**src/rapcore_pkg.sv**
```systemverilog
package rapcore_pkg;

  // Host words are 64 bits, MSB first on the wire
  parameter int WORD_BITS = 64;

  // Command header sits in the top byte of the first word
  parameter int HEADER_BITS = 8;

  // Command codes
  parameter logic [HEADER_BITS-1:0] CMD_COORDINATED_STEP = 8'h01;
  parameter logic [HEADER_BITS-1:0] CMD_MOTOR_ENABLE     = 8'h0A;
  parameter logic [HEADER_BITS-1:0] CMD_CLK_DIVISOR      = 8'h14;
  parameter logic [HEADER_BITS-1:0] CMD_API_VERSION      = 8'hFE;

  // Version bytes for the API version reply
  parameter logic [7:0] VERSION_MAJOR = 8'd0;
  parameter logic [7:0] VERSION_MINOR = 8'd1;
  parameter logic [7:0] VERSION_PATCH = 8'd0;

  // DDA tick period in CLK cycles after reset
  // 40 gives a 400 kHz tick at 16 MHz
  parameter logic [7:0] DEFAULT_CLOCK_DIVISOR = 8'd40;

  // Data words after a move header
  // Duration, increment, incrementincrement
  parameter int MOVE_WORDS = 3;

  // One SPI word, two views
  // First word of a message is read as a header,
  // the words that follow are read as plain data
  typedef union packed {
    // Whole word, used for move data
    logic [WORD_BITS-1:0] raw;
    // Header in the top byte, arguments below
    struct packed {
      logic [HEADER_BITS-1:0]           header;
      logic [WORD_BITS-HEADER_BITS-1:0] payload;
    } cmd;
  } rap_word_u;

endpackage

```
**src/spi_word.sv**
```systemverilog
`timescale 1ns/1ns

module spi_word (
  input  logic                                 CLK,
  input  logic                                 resetn,
  input  logic                                 SCK,
  input  logic                                 CS,
  input  logic                                 COPI,
  output logic                                 CIPO,
  input  logic [rapcore_pkg::WORD_BITS-1:0]    reply_data,
  output logic                                 word_received,
  output rapcore_pkg::rap_word_u               word_data
);

  // Two sync flops plus one history flop for edge detection
  logic [2:0] sck_q;
  logic [2:0] cs_q;
  logic [1:0] copi_q;

  logic sck_rise;
  logic sck_fall;
  logic cs_fall;
  logic cs_rise;
  logic cs_low;

  // Bits seen in the current word
  logic [5:0] bit_count;

  // Receive shifter holds the first 63 bits, the 64th comes straight from the pin
  logic [rapcore_pkg::WORD_BITS-2:0] rx_shift;
  logic [rapcore_pkg::WORD_BITS-1:0] tx_shift;

  assign sck_rise = sck_q[1] & ~sck_q[2];
  assign sck_fall = ~sck_q[1] & sck_q[2];
  assign cs_fall  = ~cs_q[1] & cs_q[2];
  assign cs_rise  = cs_q[1] & ~cs_q[2];
  assign cs_low   = ~cs_q[1];

  // MSB of the transmit shifter is the pin
  assign CIPO = tx_shift[rapcore_pkg::WORD_BITS-1];

  // Pin synchronizers, CS idles high
  always_ff @(posedge CLK) begin
    if (!resetn) begin
      sck_q  <= 3'b000;
      cs_q   <= 3'b111;
      copi_q <= 2'b00;
    end else begin
      sck_q  <= {sck_q[1:0], SCK};
      cs_q   <= {cs_q[1:0], CS};
      copi_q <= {copi_q[0], COPI};
    end
  end

  // Bit counter, strobe and transmit shifter
  always_ff @(posedge CLK) begin
    if (!resetn) begin
      bit_count     <= '0;
      word_received <= 1'b0;
      tx_shift      <= '0;
    end else begin
      word_received <= 1'b0;
      if (cs_fall) begin
        // Reply computed for the previous word goes out now
        bit_count <= '0;
        tx_shift  <= reply_data;
      end else if (cs_rise) begin
        // Partial word is dropped
        bit_count <= '0;
      end else if (cs_low && sck_rise) begin
        bit_count <= bit_count + 6'd1;
        if (bit_count == 6'd63) begin
          word_received <= 1'b1;
        end
      end else if (cs_low && sck_fall) begin
        // Mode 0, next bit presented after falling edge
        tx_shift <= {tx_shift[rapcore_pkg::WORD_BITS-2:0], 1'b0};
      end
    end
  end

  // Receive path
  always_ff @(posedge CLK) begin
    if (cs_low && sck_rise) begin
      rx_shift <= {rx_shift[rapcore_pkg::WORD_BITS-3:0], copi_q[1]};
      if (bit_count == 6'd63) begin
        word_data.raw <= {rx_shift, copi_q[1]};
      end
    end
  end

endmodule

```
**src/command_decoder.sv**
```systemverilog
`timescale 1ns/1ns

module command_decoder (
  input  logic                                     CLK,
  input  logic                                     resetn,
  input  logic                                     word_received,
  input  rapcore_pkg::rap_word_u                   word_data,
  input  logic signed [rapcore_pkg::WORD_BITS-1:0] encoder_count,
  output logic [rapcore_pkg::WORD_BITS-1:0]        reply_data,
  output logic                                     ENABLE,
  output logic [7:0]                               clock_divisor,
  output logic                                     move_write,
  output logic                                     move_dir,
  output logic [rapcore_pkg::WORD_BITS-1:0]        move_duration,
  output logic [rapcore_pkg::WORD_BITS-1:0]        move_increment,
  output logic [rapcore_pkg::WORD_BITS-1:0]        move_incrementincrement
);

  // Data word order inside a move message
  localparam logic [1:0] DURATION_WORD  = 2'd0;
  localparam logic [1:0] INCREMENT_WORD = 2'd1;
  localparam logic [1:0] LAST_DATA_WORD = 2'(rapcore_pkg::MOVE_WORDS - 1);

  // Header of the message in progress
  logic [rapcore_pkg::HEADER_BITS-1:0] message_header;
  // Data words already taken for the move
  logic [1:0]                          word_count;
  logic                                awaiting_data;
  // Encoder position latched at the move header
  logic [rapcore_pkg::WORD_BITS-1:0]   encoder_store;

  // Only the move command spans more than one word
  assign awaiting_data = (message_header == rapcore_pkg::CMD_COORDINATED_STEP);

  // Message state, configuration and replies
  always_ff @(posedge CLK) begin
    if (!resetn) begin
      message_header <= '0;
      word_count     <= '0;
      reply_data     <= '0;
      ENABLE         <= 1'b0;
      clock_divisor  <= rapcore_pkg::DEFAULT_CLOCK_DIVISOR;
      move_write     <= 1'b0;
    end else begin
      move_write <= 1'b0;
      if (word_received) begin
        // Nothing to say unless this word asks for it
        reply_data <= '0;
        if (!awaiting_data) begin
          // Header word
          message_header <= word_data.cmd.header;
          word_count     <= '0;
          case (word_data.cmd.header)
            rapcore_pkg::CMD_MOTOR_ENABLE: begin
              ENABLE <= word_data.cmd.payload[0];
            end
            rapcore_pkg::CMD_CLK_DIVISOR: begin
              clock_divisor <= word_data.cmd.payload[7:0];
            end
            rapcore_pkg::CMD_API_VERSION: begin
              reply_data <= {{(rapcore_pkg::WORD_BITS-24){1'b0}},
                             rapcore_pkg::VERSION_MAJOR,
                             rapcore_pkg::VERSION_MINOR,
                             rapcore_pkg::VERSION_PATCH};
            end
            default: begin
              // Move header handled below, others ignored
            end
          endcase
        end else begin
          // Move data word
          word_count <= word_count + 2'd1;
          if (word_count == INCREMENT_WORD) begin
            // Host reads this during the last data word
            reply_data <= encoder_store;
          end
          if (word_count == LAST_DATA_WORD) begin
            move_write     <= 1'b1;
            message_header <= '0;
            word_count     <= '0;
          end
        end
      end
    end
  end

  // Move fields staged for the buffer
  always_ff @(posedge CLK) begin
    if (word_received) begin
      if (!awaiting_data) begin
        if (word_data.cmd.header == rapcore_pkg::CMD_COORDINATED_STEP) begin
          move_dir      <= word_data.cmd.payload[0];
          encoder_store <= encoder_count;
        end
      end else begin
        case (word_count)
          DURATION_WORD:  move_duration  <= word_data.raw;
          INCREMENT_WORD: move_increment <= word_data.raw;
          default:        move_incrementincrement <= word_data.raw;
        endcase
      end
    end
  end

endmodule

```
**src/move_buffer.sv**
```systemverilog
`timescale 1ns/1ns

module move_buffer #(
  parameter int MOVE_BUFFER_DEPTH = 4
) (
  input  logic                              CLK,
  input  logic                              resetn,
  input  logic                              move_write,
  input  logic                              write_dir,
  input  logic [rapcore_pkg::WORD_BITS-1:0] write_duration,
  input  logic [rapcore_pkg::WORD_BITS-1:0] write_increment,
  input  logic [rapcore_pkg::WORD_BITS-1:0] write_incrementincrement,
  output logic                              full,
  output logic                              move_valid,
  input  logic                              move_take,
  output logic                              move_dir,
  output logic [rapcore_pkg::WORD_BITS-1:0] move_duration,
  output logic [rapcore_pkg::WORD_BITS-1:0] move_increment,
  output logic [rapcore_pkg::WORD_BITS-1:0] move_incrementincrement
);

  // Depth is a power of two so pointers wrap on their own
  localparam int ADDR_BITS = $clog2(MOVE_BUFFER_DEPTH);

  logic                              dir_mem      [MOVE_BUFFER_DEPTH];
  logic [rapcore_pkg::WORD_BITS-1:0] duration_mem [MOVE_BUFFER_DEPTH];
  logic [rapcore_pkg::WORD_BITS-1:0] inc_mem      [MOVE_BUFFER_DEPTH];
  logic [rapcore_pkg::WORD_BITS-1:0] incinc_mem   [MOVE_BUFFER_DEPTH];

  logic [ADDR_BITS-1:0] wr_ptr;
  logic [ADDR_BITS-1:0] rd_ptr;
  // One extra bit to tell full from empty
  logic [ADDR_BITS:0]   count;

  logic do_write;
  logic do_take;

  assign full       = (count == (ADDR_BITS+1)'(MOVE_BUFFER_DEPTH));
  assign move_valid = (count != '0);

  // Writes while full are lost
  assign do_write = move_write & ~full;
  assign do_take  = move_take & move_valid;

  // Oldest entry is always on the read side
  assign move_dir                = dir_mem[rd_ptr];
  assign move_duration           = duration_mem[rd_ptr];
  assign move_increment          = inc_mem[rd_ptr];
  assign move_incrementincrement = incinc_mem[rd_ptr];

  // Pointers and occupancy
  always_ff @(posedge CLK) begin
    if (!resetn) begin
      wr_ptr <= '0;
      rd_ptr <= '0;
      count  <= '0;
    end else begin
      if (do_write) wr_ptr <= wr_ptr + 1'b1;
      if (do_take) rd_ptr <= rd_ptr + 1'b1;
      case ({do_write, do_take})
        2'b10:   count <= count + 1'b1;
        2'b01:   count <= count - 1'b1;
        default: count <= count;
      endcase
    end
  end

  // Storage
  always_ff @(posedge CLK) begin
    if (do_write) begin
      dir_mem[wr_ptr]      <= write_dir;
      duration_mem[wr_ptr] <= write_duration;
      inc_mem[wr_ptr]      <= write_increment;
      incinc_mem[wr_ptr]   <= write_incrementincrement;
    end
  end

endmodule

```
**src/dda_timer.sv**
```systemverilog
`timescale 1ns/1ns

module dda_timer (
  input  logic                              CLK,
  input  logic                              resetn,
  input  logic [7:0]                        clock_divisor,
  input  logic                              HALT,
  input  logic                              move_valid,
  input  logic                              move_dir,
  input  logic [rapcore_pkg::WORD_BITS-1:0] move_duration,
  input  logic [rapcore_pkg::WORD_BITS-1:0] move_increment,
  input  logic [rapcore_pkg::WORD_BITS-1:0] move_incrementincrement,
  output logic                              move_take,
  output logic                              STEP,
  output logic                              DIR,
  output logic                              MOVE_DONE
);

  logic       running;
  logic [7:0] div_count;
  logic       tick;

  // Step phase, wraps once per step
  logic [rapcore_pkg::WORD_BITS-1:0] accumulator;
  logic [rapcore_pkg::WORD_BITS-1:0] increment;
  logic [rapcore_pkg::WORD_BITS-1:0] incrementincrement;
  // Ticks left in the current move
  logic [rapcore_pkg::WORD_BITS-1:0] remaining;
  // Carry out of the top bit is the step
  logic [rapcore_pkg::WORD_BITS:0]   acc_sum;

  // Divisor of 0 behaves as 1; HALT freezes the divider
  assign tick = running & ~HALT &
                (({1'b0, div_count} + 9'd1) >= {1'b0, clock_divisor});

  assign acc_sum = {1'b0, accumulator} + {1'b0, increment};

  always_ff @(posedge CLK) begin
    if (!resetn) begin
      running   <= 1'b0;
      div_count <= '0;
      move_take <= 1'b0;
      STEP      <= 1'b0;
      DIR       <= 1'b0;
      MOVE_DONE <= 1'b0;
    end else begin
      move_take <= 1'b0;
      STEP      <= 1'b0;
      MOVE_DONE <= 1'b0;
      if (!running) begin
        // Pull the next move, buffer pops on the following edge
        if (move_valid) begin
          running   <= 1'b1;
          move_take <= 1'b1;
          div_count <= '0;
          DIR       <= move_dir;
        end
      end else if (tick) begin
        div_count <= '0;
        STEP      <= acc_sum[rapcore_pkg::WORD_BITS];
        // Last tick of the move, zero length ends on the first
        if (remaining <= 64'd1) begin
          running   <= 1'b0;
          MOVE_DONE <= 1'b1;
        end
      end else if (!HALT) begin
        div_count <= div_count + 8'd1;
      end
    end
  end

  // Move datapath
  always_ff @(posedge CLK) begin
    if (!running && move_valid) begin
      accumulator        <= '0;
      increment          <= move_increment;
      incrementincrement <= move_incrementincrement;
      remaining          <= move_duration;
    end else if (tick) begin
      accumulator <= acc_sum[rapcore_pkg::WORD_BITS-1:0];
      // Second order term for acceleration
      increment   <= increment + incrementincrement;
      remaining   <= remaining - 64'd1;
    end
  end

endmodule

```
**src/quad_encoder.sv**
```systemverilog
`timescale 1ns/1ns

module quad_encoder (
  input  logic                                     CLK,
  input  logic                                     resetn,
  input  logic                                     ENC_A,
  input  logic                                     ENC_B,
  output logic signed [rapcore_pkg::WORD_BITS-1:0] count
);

  // Two sync flops plus previous sample
  logic [2:0] a_q;
  logic [2:0] b_q;
  // Previous A/B then current A/B
  logic [3:0] transition;

  assign transition = {a_q[2], b_q[2], a_q[1], b_q[1]};

  always_ff @(posedge CLK) begin
    if (!resetn) begin
      a_q   <= 3'b000;
      b_q   <= 3'b000;
      count <= '0;
    end else begin
      a_q <= {a_q[1:0], ENC_A};
      b_q <= {b_q[1:0], ENC_B};
      case (transition)
        // Forward, A leads B: 00 -> 10 -> 11 -> 01 -> 00
        4'b0010,
        4'b1011,
        4'b1101,
        4'b0100: count <= count + 64'sd1;
        // Reverse, B leads A
        4'b0001,
        4'b0111,
        4'b1110,
        4'b1000: count <= count - 64'sd1;
        // No change, or both inputs flipped at once
        default: count <= count;
      endcase
    end
  end

endmodule

```
**src/rapcore.sv**
```systemverilog
`timescale 1ns/1ns

module rapcore #(
  parameter int MOVE_BUFFER_DEPTH = 4
) (
  input  logic CLK,
  input  logic resetn,
  input  logic SCK,
  input  logic CS,
  input  logic COPI,
  input  logic ENC_A,
  input  logic ENC_B,
  input  logic HALT,
  output logic CIPO,
  output logic STEP,
  output logic DIR,
  output logic ENABLE,
  output logic BUFFER_DTR,
  output logic MOVE_DONE
);

  // SPI word stage to decoder
  logic                                     word_received;
  rapcore_pkg::rap_word_u                   word_data;
  logic [rapcore_pkg::WORD_BITS-1:0]        reply_data;

  // Decoder outputs
  logic [7:0]                               clock_divisor;
  logic                                     move_write;
  logic                                     wr_dir;
  logic [rapcore_pkg::WORD_BITS-1:0]        wr_duration;
  logic [rapcore_pkg::WORD_BITS-1:0]        wr_increment;
  logic [rapcore_pkg::WORD_BITS-1:0]        wr_incrementincrement;

  // Buffer head to DDA
  logic                                     full;
  logic                                     move_valid;
  logic                                     move_take;
  logic                                     rd_dir;
  logic [rapcore_pkg::WORD_BITS-1:0]        rd_duration;
  logic [rapcore_pkg::WORD_BITS-1:0]        rd_increment;
  logic [rapcore_pkg::WORD_BITS-1:0]        rd_incrementincrement;

  // Encoder position for the move reply
  logic signed [rapcore_pkg::WORD_BITS-1:0] encoder_count;

  // Host may send another move while this is high
  assign BUFFER_DTR = ~full;

  spi_word spi0 (
    .CLK(CLK), .resetn(resetn), .SCK(SCK), .CS(CS), .COPI(COPI), .CIPO(CIPO),
    .reply_data(reply_data), .word_received(word_received), .word_data(word_data)
  );

  command_decoder decoder0 (
    .CLK(CLK), .resetn(resetn), .word_received(word_received), .word_data(word_data),
    .encoder_count(encoder_count), .reply_data(reply_data), .ENABLE(ENABLE),
    .clock_divisor(clock_divisor), .move_write(move_write), .move_dir(wr_dir),
    .move_duration(wr_duration), .move_increment(wr_increment),
    .move_incrementincrement(wr_incrementincrement)
  );

  move_buffer #(.MOVE_BUFFER_DEPTH(MOVE_BUFFER_DEPTH)) buffer0 (
    .CLK(CLK), .resetn(resetn), .move_write(move_write), .write_dir(wr_dir),
    .write_duration(wr_duration), .write_increment(wr_increment),
    .write_incrementincrement(wr_incrementincrement), .full(full),
    .move_valid(move_valid), .move_take(move_take), .move_dir(rd_dir),
    .move_duration(rd_duration), .move_increment(rd_increment),
    .move_incrementincrement(rd_incrementincrement)
  );

  dda_timer dda0 (
    .CLK(CLK), .resetn(resetn), .clock_divisor(clock_divisor), .HALT(HALT),
    .move_valid(move_valid), .move_dir(rd_dir), .move_duration(rd_duration),
    .move_increment(rd_increment), .move_incrementincrement(rd_incrementincrement),
    .move_take(move_take), .STEP(STEP), .DIR(DIR), .MOVE_DONE(MOVE_DONE)
  );

  quad_encoder encoder0 (
    .CLK(CLK), .resetn(resetn), .ENC_A(ENC_A), .ENC_B(ENC_B), .count(encoder_count)
  );

endmodule

```
**config.mk**
```make
export PLATFORM = sky130hd
export DESIGN_NAME = rapcore
export DESIGN_NICKNAME = d
export VERILOG_FILES = /design/src/rapcore_pkg.sv /design/src/spi_word.sv /design/src/command_decoder.sv /design/src/move_buffer.sv /design/src/dda_timer.sv /design/src/quad_encoder.sv /design/src/rapcore.sv
export SDC_FILE = /design/constraint.sdc
export NUM_CORES = 2
export LEC_CHECK = 0
export BUFFER_PORTS_ARGS = -buffer_cell sky130_fd_sc_hd__buf_2
export CORE_ASPECT_RATIO = 1.25
export CORE_MARGIN = 2
export CORE_UTILIZATION = 45
export CTS_CLUSTER_SIZE = 28
export DETAILED_ROUTE_END_ITERATION = 10
export HOLD_SLACK_MARGIN = 0.03
export PLACE_DENSITY = 0.63
export SLEW_MARGIN = 10
export SYNTH_ARGS = -nofsm -noshare
export SYNTH_HDL_FRONTEND = slang
export SYNTH_SLANG_ARGS = --single-unit
export TNS_END_PERCENT = 10
```
**constraint.sdc**
```tcl
create_clock -name CLK -period 8.7 [get_ports CLK]
set_input_delay 0.87 -clock CLK [delete_from_list [all_inputs] [get_ports CLK]]
set_output_delay 0.87 -clock CLK [all_outputs]
set_load 0.05 [all_outputs]
```
After elaboration in Yosys (flattened, before gate mapping). Memories as Yosys holds them, arrays and structs flattened. A register that Yosys moved wholly into a read port is not among the register bits. Cells that the tools add are included.

Add/subtract/negate cells: 13. Order comparisons: 2. Equality and inequality tests: 23. Muxes and demuxes: 34. Bitwise gates (word level): 19. Reductions and logical operators: 31.

Operators by type and width (number): 64-bit two-way mux (10); 64-bit case mux with 2 select lines (1); 64-bit by 64-bit adder with 65-bit output (1); 64-bit by 2-bit adder with 64-bit output (second input constant) (1); 64-bit adder (1); 64-bit by 1-bit <= comparator with 1-bit output (second input constant) (1); 64-bit by 1-bit subtractor with 64-bit output (second input constant) (1); 64-bit by 2-bit subtractor with 64-bit output (second input constant) (1); 8-bit two-way mux (6); 3-bit AND reduction (9); 4-bit == test (second input constant) (4); 8-bit by 1-bit == test with 1-bit output (second input constant) (2); 2-bit two-way mux (6); 4-bit OR reduction (3); 1-bit inverter (11); 2-bit nonzero test (5); 8-bit by 1-bit adder with 9-bit output (second input constant) (1); 9-bit by 8-bit >= comparator with 1-bit output (1); 1-bit two-way mux (9); 9-bit two-way mux (1); 8-bit by 1-bit adder with 8-bit output (second input constant) (1); 1-bit bitwise AND (8); 4-bit by 3-bit == test with 1-bit output (second input constant) (2); 8-bit by 4-bit == test with 1-bit output (second input constant) (1); other kinds (23) (35).

Flip-flop bits (word level): 828. RAM bits: 772. Output and inout bits: 6. Memories: 4.

Memory list: buffer0.duration_mem (depth 4, width 64, rd ports 1, clocked after Yosys merged registers in 1, wr ports 1, line move_buffer.sv:26) `logic [rapcore_pkg::WORD_BITS-1:0] duration_mem [MOVE_BUFFER_DEPTH];`; buffer0.inc_mem (depth 4, width 64, rd ports 1, clocked after Yosys merged registers in 1, wr ports 1, line move_buffer.sv:27) `logic [rapcore_pkg::WORD_BITS-1:0] inc_mem [MOVE_BUFFER_DEPTH];`; buffer0.incinc_mem (depth 4, width 64, rd ports 1, clocked after Yosys merged registers in 1, wr ports 1, line move_buffer.sv:28) `logic [rapcore_pkg::WORD_BITS-1:0] incinc_mem [MOVE_BUFFER_DEPTH];`; buffer0.dir_mem (depth 4, width 1, rd ports 1, clocked after Yosys merged registers in 1, wr ports 1, line move_buffer.sv:25) `logic dir_mem [MOVE_BUFFER_DEPTH];`.

Depth between registers and ports, before layout.
Depth in word-level cells: 7. Gate-level depth with buffers: 16.

Hierarchy. Synthesis repeated with hierarchy kept, for this count alone.

Cells, all modules: 5125. Area total of the unflattened synthesis: 72166.7 um2.

By module, submodules not included: move_buffer (times used 1, cells each 1060, area each 28466.1 um2); dda_timer (times used 1, cells each 2186, area each 19122.1 um2); command_decoder (times used 1, cells each 513, area each 10672.7 um2); spi_word (times used 1, cells each 538, area each 7783.7 um2); quad_encoder (times used 1, cells each 827, area each 6118.4 um2); rapcore (times used 1, cells each 1, area each 3.8 um2).

Worst setup path after synthesis. OpenSTA, ideal clock, no wires.

Path type: reg2reg. Start: register decoder0.message_header[0] (netlist bit). End: register decoder0.encoder_store[0] (netlist bit) (enable). Setup time: 0.671 ns. Data arrival time: 7.791 ns. Data required time: 8.029 ns. Slack: 0.238 ns. Cell stages (with the launch flop): 6. Period minus slack after synthesis: 8.462 ns. Path through: dfxtp_1 > nor4b_1 > nand2_1 > nand3_1 > or3_1 > nor4b_1.

Word-level cells in the longest chain between the ends: 3.

Ends and longest elaborated chain: start, declared (line command_decoder.sv:25) `logic [rapcore_pkg::HEADER_BITS-1:0] message_header;`; start signal, assigned (line command_decoder.sv:51) `message_header <= word_data.cmd.header;`; 8-bit by 1-bit == test with 1-bit output (line command_decoder.sv:33) `assign awaiting_data = (message_header == rapcore_pkg::CMD_COORDINATED_STEP);`; 1-bit inverter (no line); 3-bit AND reduction (no line); end signal, assigned (line command_decoder.sv:93) `encoder_store <= encoder_count;`; end, declared (line command_decoder.sv:30) `logic [rapcore_pkg::WORD_BITS-1:0] encoder_store;`.

No other way between the ends. A chain may end at the register's enable or synchronous reset.

Final worst setup path.
Start: register encoder0.b_q[1]. End: register encoder0.count[63] (netlist bit).

Word-level cells in the longest chain between the ends: 3. Elaborated cells on any way between the ends: 12. Those cells by class: 8 x eq/ne; 1 x mux; 3 x reduce/logical.

Ends and longest elaborated chain: start, declared (line quad_encoder.sv:13) `logic [2:0] b_q;`; start signal, assigned (line quad_encoder.sv:26) `b_q <= {b_q[1:0], ENC_B};`; 4-bit by 1-bit == test with 1-bit output, or another cell as far along (line quad_encoder.sv:27) `case (transition)`; 4-bit OR reduction (line quad_encoder.sv:27); 64-bit case mux with 2 select lines or 2-bit nonzero test (tied branches); end signal, assigned (line quad_encoder.sv:32) `4'b0100: count <= count + 64'sd1;`; end signal, assigned (line quad_encoder.sv:37) `4'b1000: count <= count - 64'sd1;`; end signal, assigned (line quad_encoder.sv:39) `default: count <= count;`; end, declared (line quad_encoder.sv:8) `output logic signed [rapcore_pkg::WORD_BITS-1:0] count`.

Parallel ways exist; a longest one is shown, timed or not.

==> results.cfg <==
[outcome]
status = completed

[cts]
cts.sinks = 1667
path_clk_slew_ns = 0.06
htree_levels = 4
cts_setup_buffers = 0
cts_root_buffer = clkbuf_16
cts_tree = yes
post_cts_resize_count = 0
cts_hold_buf = 0
clock_path_buffers = 3
clock_latency_ns = 0.80
cts-buffers-inserted = 160

[place]
numPortBuffers = 13
place_area_sq_mm = 0.0723
place_ws_ns = 3.95
place.gp.congestion = 0.915
place_hpwl_um = 92700
placedCellCount = 6806

[synthesis]
synthTopCellsByArea = edfxtp_1 58%, dfxtp_1 9.1%, mux4_2 6.2%, ha_1 3.8%, a21oi_1 2.5%
synth_warnings = 0
synth_area_sq_mm = 0.0700
synth-async-reset-ratio_pct = 0
synth_ff_type = edfxtp_1
synth_edf_count = 1348
synthTopCellsByCount = 1348 x edfxtp_1, 428 x nand2_1, 364 x nor2_1, 352 x a21oi_1, 319 x dfxtp_1
synth_top_family_by_area = compound AO/OA/AOI/OAI gates
syn_nets = 5176
synth_area_per_cell_sq_um = 14.1
synth_top_cell_by_area = edfxtp_1
synth_xor_area_share_pct = 2.98
seq_area_frac_synth_pct = 66.9
syn_inst = 4954
synth_compound_gate_area_share_pct = 9.57
synthAdderAreaFrac_pct = 3.87
yosysMostFrequentCell = edfxtp_1
synthMuxAreaShare_pct = 7.29
synth_seq_cells = 1667
yosys.area_share.simple_pct = 7.67
synth.top_cell.area_share_pct = 57.8
ys_types = 82

[floorplanning]
initial_core_util_pct = 45.4
fp.dieH_um = 445
core-area_sq_mm = 0.154
dieArea_sq_mm = 0.159
io_pins = 14
placementRows = 161
fp.dieW_um = 357

[grt]
grt-ovfl-total = 0
grt_pass1_vias = 41300
use_met1_pct = 24.8
antenna_found_initial = 1
grt_max_degree = 152
grt_pass1_wl_um = 237000
grt.met2_usage_pct = 33.0
grt_use_met3_pct = 2.55
track_usage_pct = 19.1
busiest_layer = met2

[critical_path]
crit_path_end_kind = flop
slowest_stage = buf_4
cp-endpoint = encoder0.count[63]
critical_path_arrival_ns = 5.45
slowest_delay_ns = 0.54
critPathMaxFanout = 50
regToRegSetupSlack_ns = 3.97
worstSetupPathType = flop to flop
r2r_end = encoder0.count[63]
r2r-start = encoder0.b_q[1]
path_cells = xor2_1 -> nand2_1 -> inv_2 -> buf_4 -> ha_1 -> a21o_1 -> a311o_1 -> a21oi_1 -> o21a_1 -> o21ai_0 -> o31ai_2 -> o21ai_1 -> a31o_2 -> a21o_1 -> a211oi_1 -> mux2i_1
crit_required_ns = 9.41
start_kind = flop
ff2ff_path_depth = 16
critPathLaunch = encoder0.b_q[1]
path_common_cell = a21o_1

[worst_hold_path]
min_path_type = primary input to flop
holdPathStages = 2

[route]
route.detailed.drc = 0
via_count = 40190
dr.pass1.iters = 7
postRouteAntennaNets = 0
drt_iter0_drc = 2672
drt-total-wl_um = 151000
wl_per_cell_um = 21.3
vias_per_cell = 5.66

[timing]
finalHoldViolations = 0
slew_violations = 0
relSlewSlack_pct = 24.0
skew_ns = 0.0348
fin_crit_ns = 4.73
fin_ws_ns = 3.97
rsz0062_at_grt = false
worst-slew-pin-transition_ns = 1.14
min_period_over_period_pct = 54.4
clock.fmax_mhz = 211
finalSetupViolations = 0
tns_ns = 0

[finish]
fin_area_sq_mm = 0.0777
drive_gt1_share_pct = 11.0
n_antenna_cell = 0
final_nets = 5153
area_delta_synth_final_pct = 11.0
largestRegisters = buffer0.duration_mem (256), buffer0.inc_mem (256), buffer0.incinc_mem (256)
instances_no_fill = 7104

[pwr]
pwr-share-clk_pct = 44.7
internal-power_mw = 12.8
p_comb_share_pct = 1.8
power.switching_mw = 3.20
max-vdd-ir-drop_mv = 0.161
leakage_nw = 24.5
power_density_mw_per_mm2 = 206
swShare_pct = 20.0
p_seq_share_pct = 53.6

[flow_run]
drv_cap = 0
logic make-up after synthesis:
logic type	count (synthesis)
XOR/XNOR	238
multiplexers	269
AND/OR/NAND/NOR	1191
adder cells (fa/ha/maj)	214
buffers and inverters	319
flip-flops	1667
AO/OA/AOI/OAI	1056
cell type report:
class                   count  area [sq um]
multi-input cells        2968         22100
repair buffers             61           488
well taps                2037          2550
clock inverters            83           978
clock buffers             215          4460
inverters                  73           287
fillers                 13057         76600
flip-flops and latches   1667         46900
stage by stage:
step	hold WS (ns)	power [mW]	utilization, %
after CTS	0.215	16.1	50.4
after floorplan	0.386	8.95	-
after detailed placement	0.416	9.02	46.8
final	0.288	16.0	50.4
after global routing	0.256	16.5	50.4
after global placement	0.405	9.02	46.8
worst min-delay path by stage:
stage                          to              start
6_report             spi0.cs_q[0]                 CS
4_1_cts              spi0.cs_q[0]                 CS
3_3_place_gp   spi0.word_data[63]  spi0.rx_shift[62]
2_1_floorplan        spi0.cs_q[1]       spi0.cs_q[0]
5_1_grt             spi0.sck_q[0]                SCK
3_5_place_dp   spi0.word_data[63]  spi0.rx_shift[62]
critical path, delay by kind of cell, from the launching register on:
family	cells	cell delay [ns]
AOI/OAI and AO/OA	10	2.40
and+or+nand+nor	1	0.24
DFF	1	0.35
adders and majority gates	1	0.43
muxes	1	0.21
buffers and inverters	2	0.83
xor gates and xnor gates	1	0.18
layer usage:
layer,part of all wire [%],routed length (um)
met5,0,0
met1,43,65000
met4,2.9,4360
met2,50,75700
met3,3.9,5920
cells in the final DEF (no fill, tap or decap), drive strengths merged, types with 21 or more instances in the layout:
master | synthesis | routed
a21oi | 353 | 353
edfxtp | 1348 | 1348
clkbuf | 206 | 215
dfxtp | 319 | 319
ha | 210 | 210
nor3 | 62 | 62
mux2i | 76 | 76
or3 | 26 | 26
and2 | 22 | 22
nand4 | 49 | 49
o21ai | 205 | 205
a211oi | 90 | 90
nand3 | 96 | 96
o31ai | 21 | 21
inv | 73 | 80
mux4 | 193 | 193
nand2b | 31 | 31
a31oi | 29 | 29
clkinv | 0 | 49
xnor2 | 145 | 145
nor2b | 21 | 21
o21a | 26 | 26
xor2 | 93 | 93
nand2 | 429 | 429
and3 | 22 | 22
o21bai | 33 | 33
a21o | 121 | 121
buf | 40 | 61
nor2 | 364 | 364
a22oi | 69 | 69
nor4 | 25 | 25
power groups by stage:
stage               Sequential (mW)  Clock (mW)  Combinational (mW)
detailed placement             8.74           0               0.282
floorplan                      8.73           0               0.222
finish                         8.57        7.14               0.281
global route                   8.57        7.60               0.317
global placement               8.74           0               0.278
CTS                            8.57        7.30               0.283
Note: power is estimated with default switching activity, not from simulation.
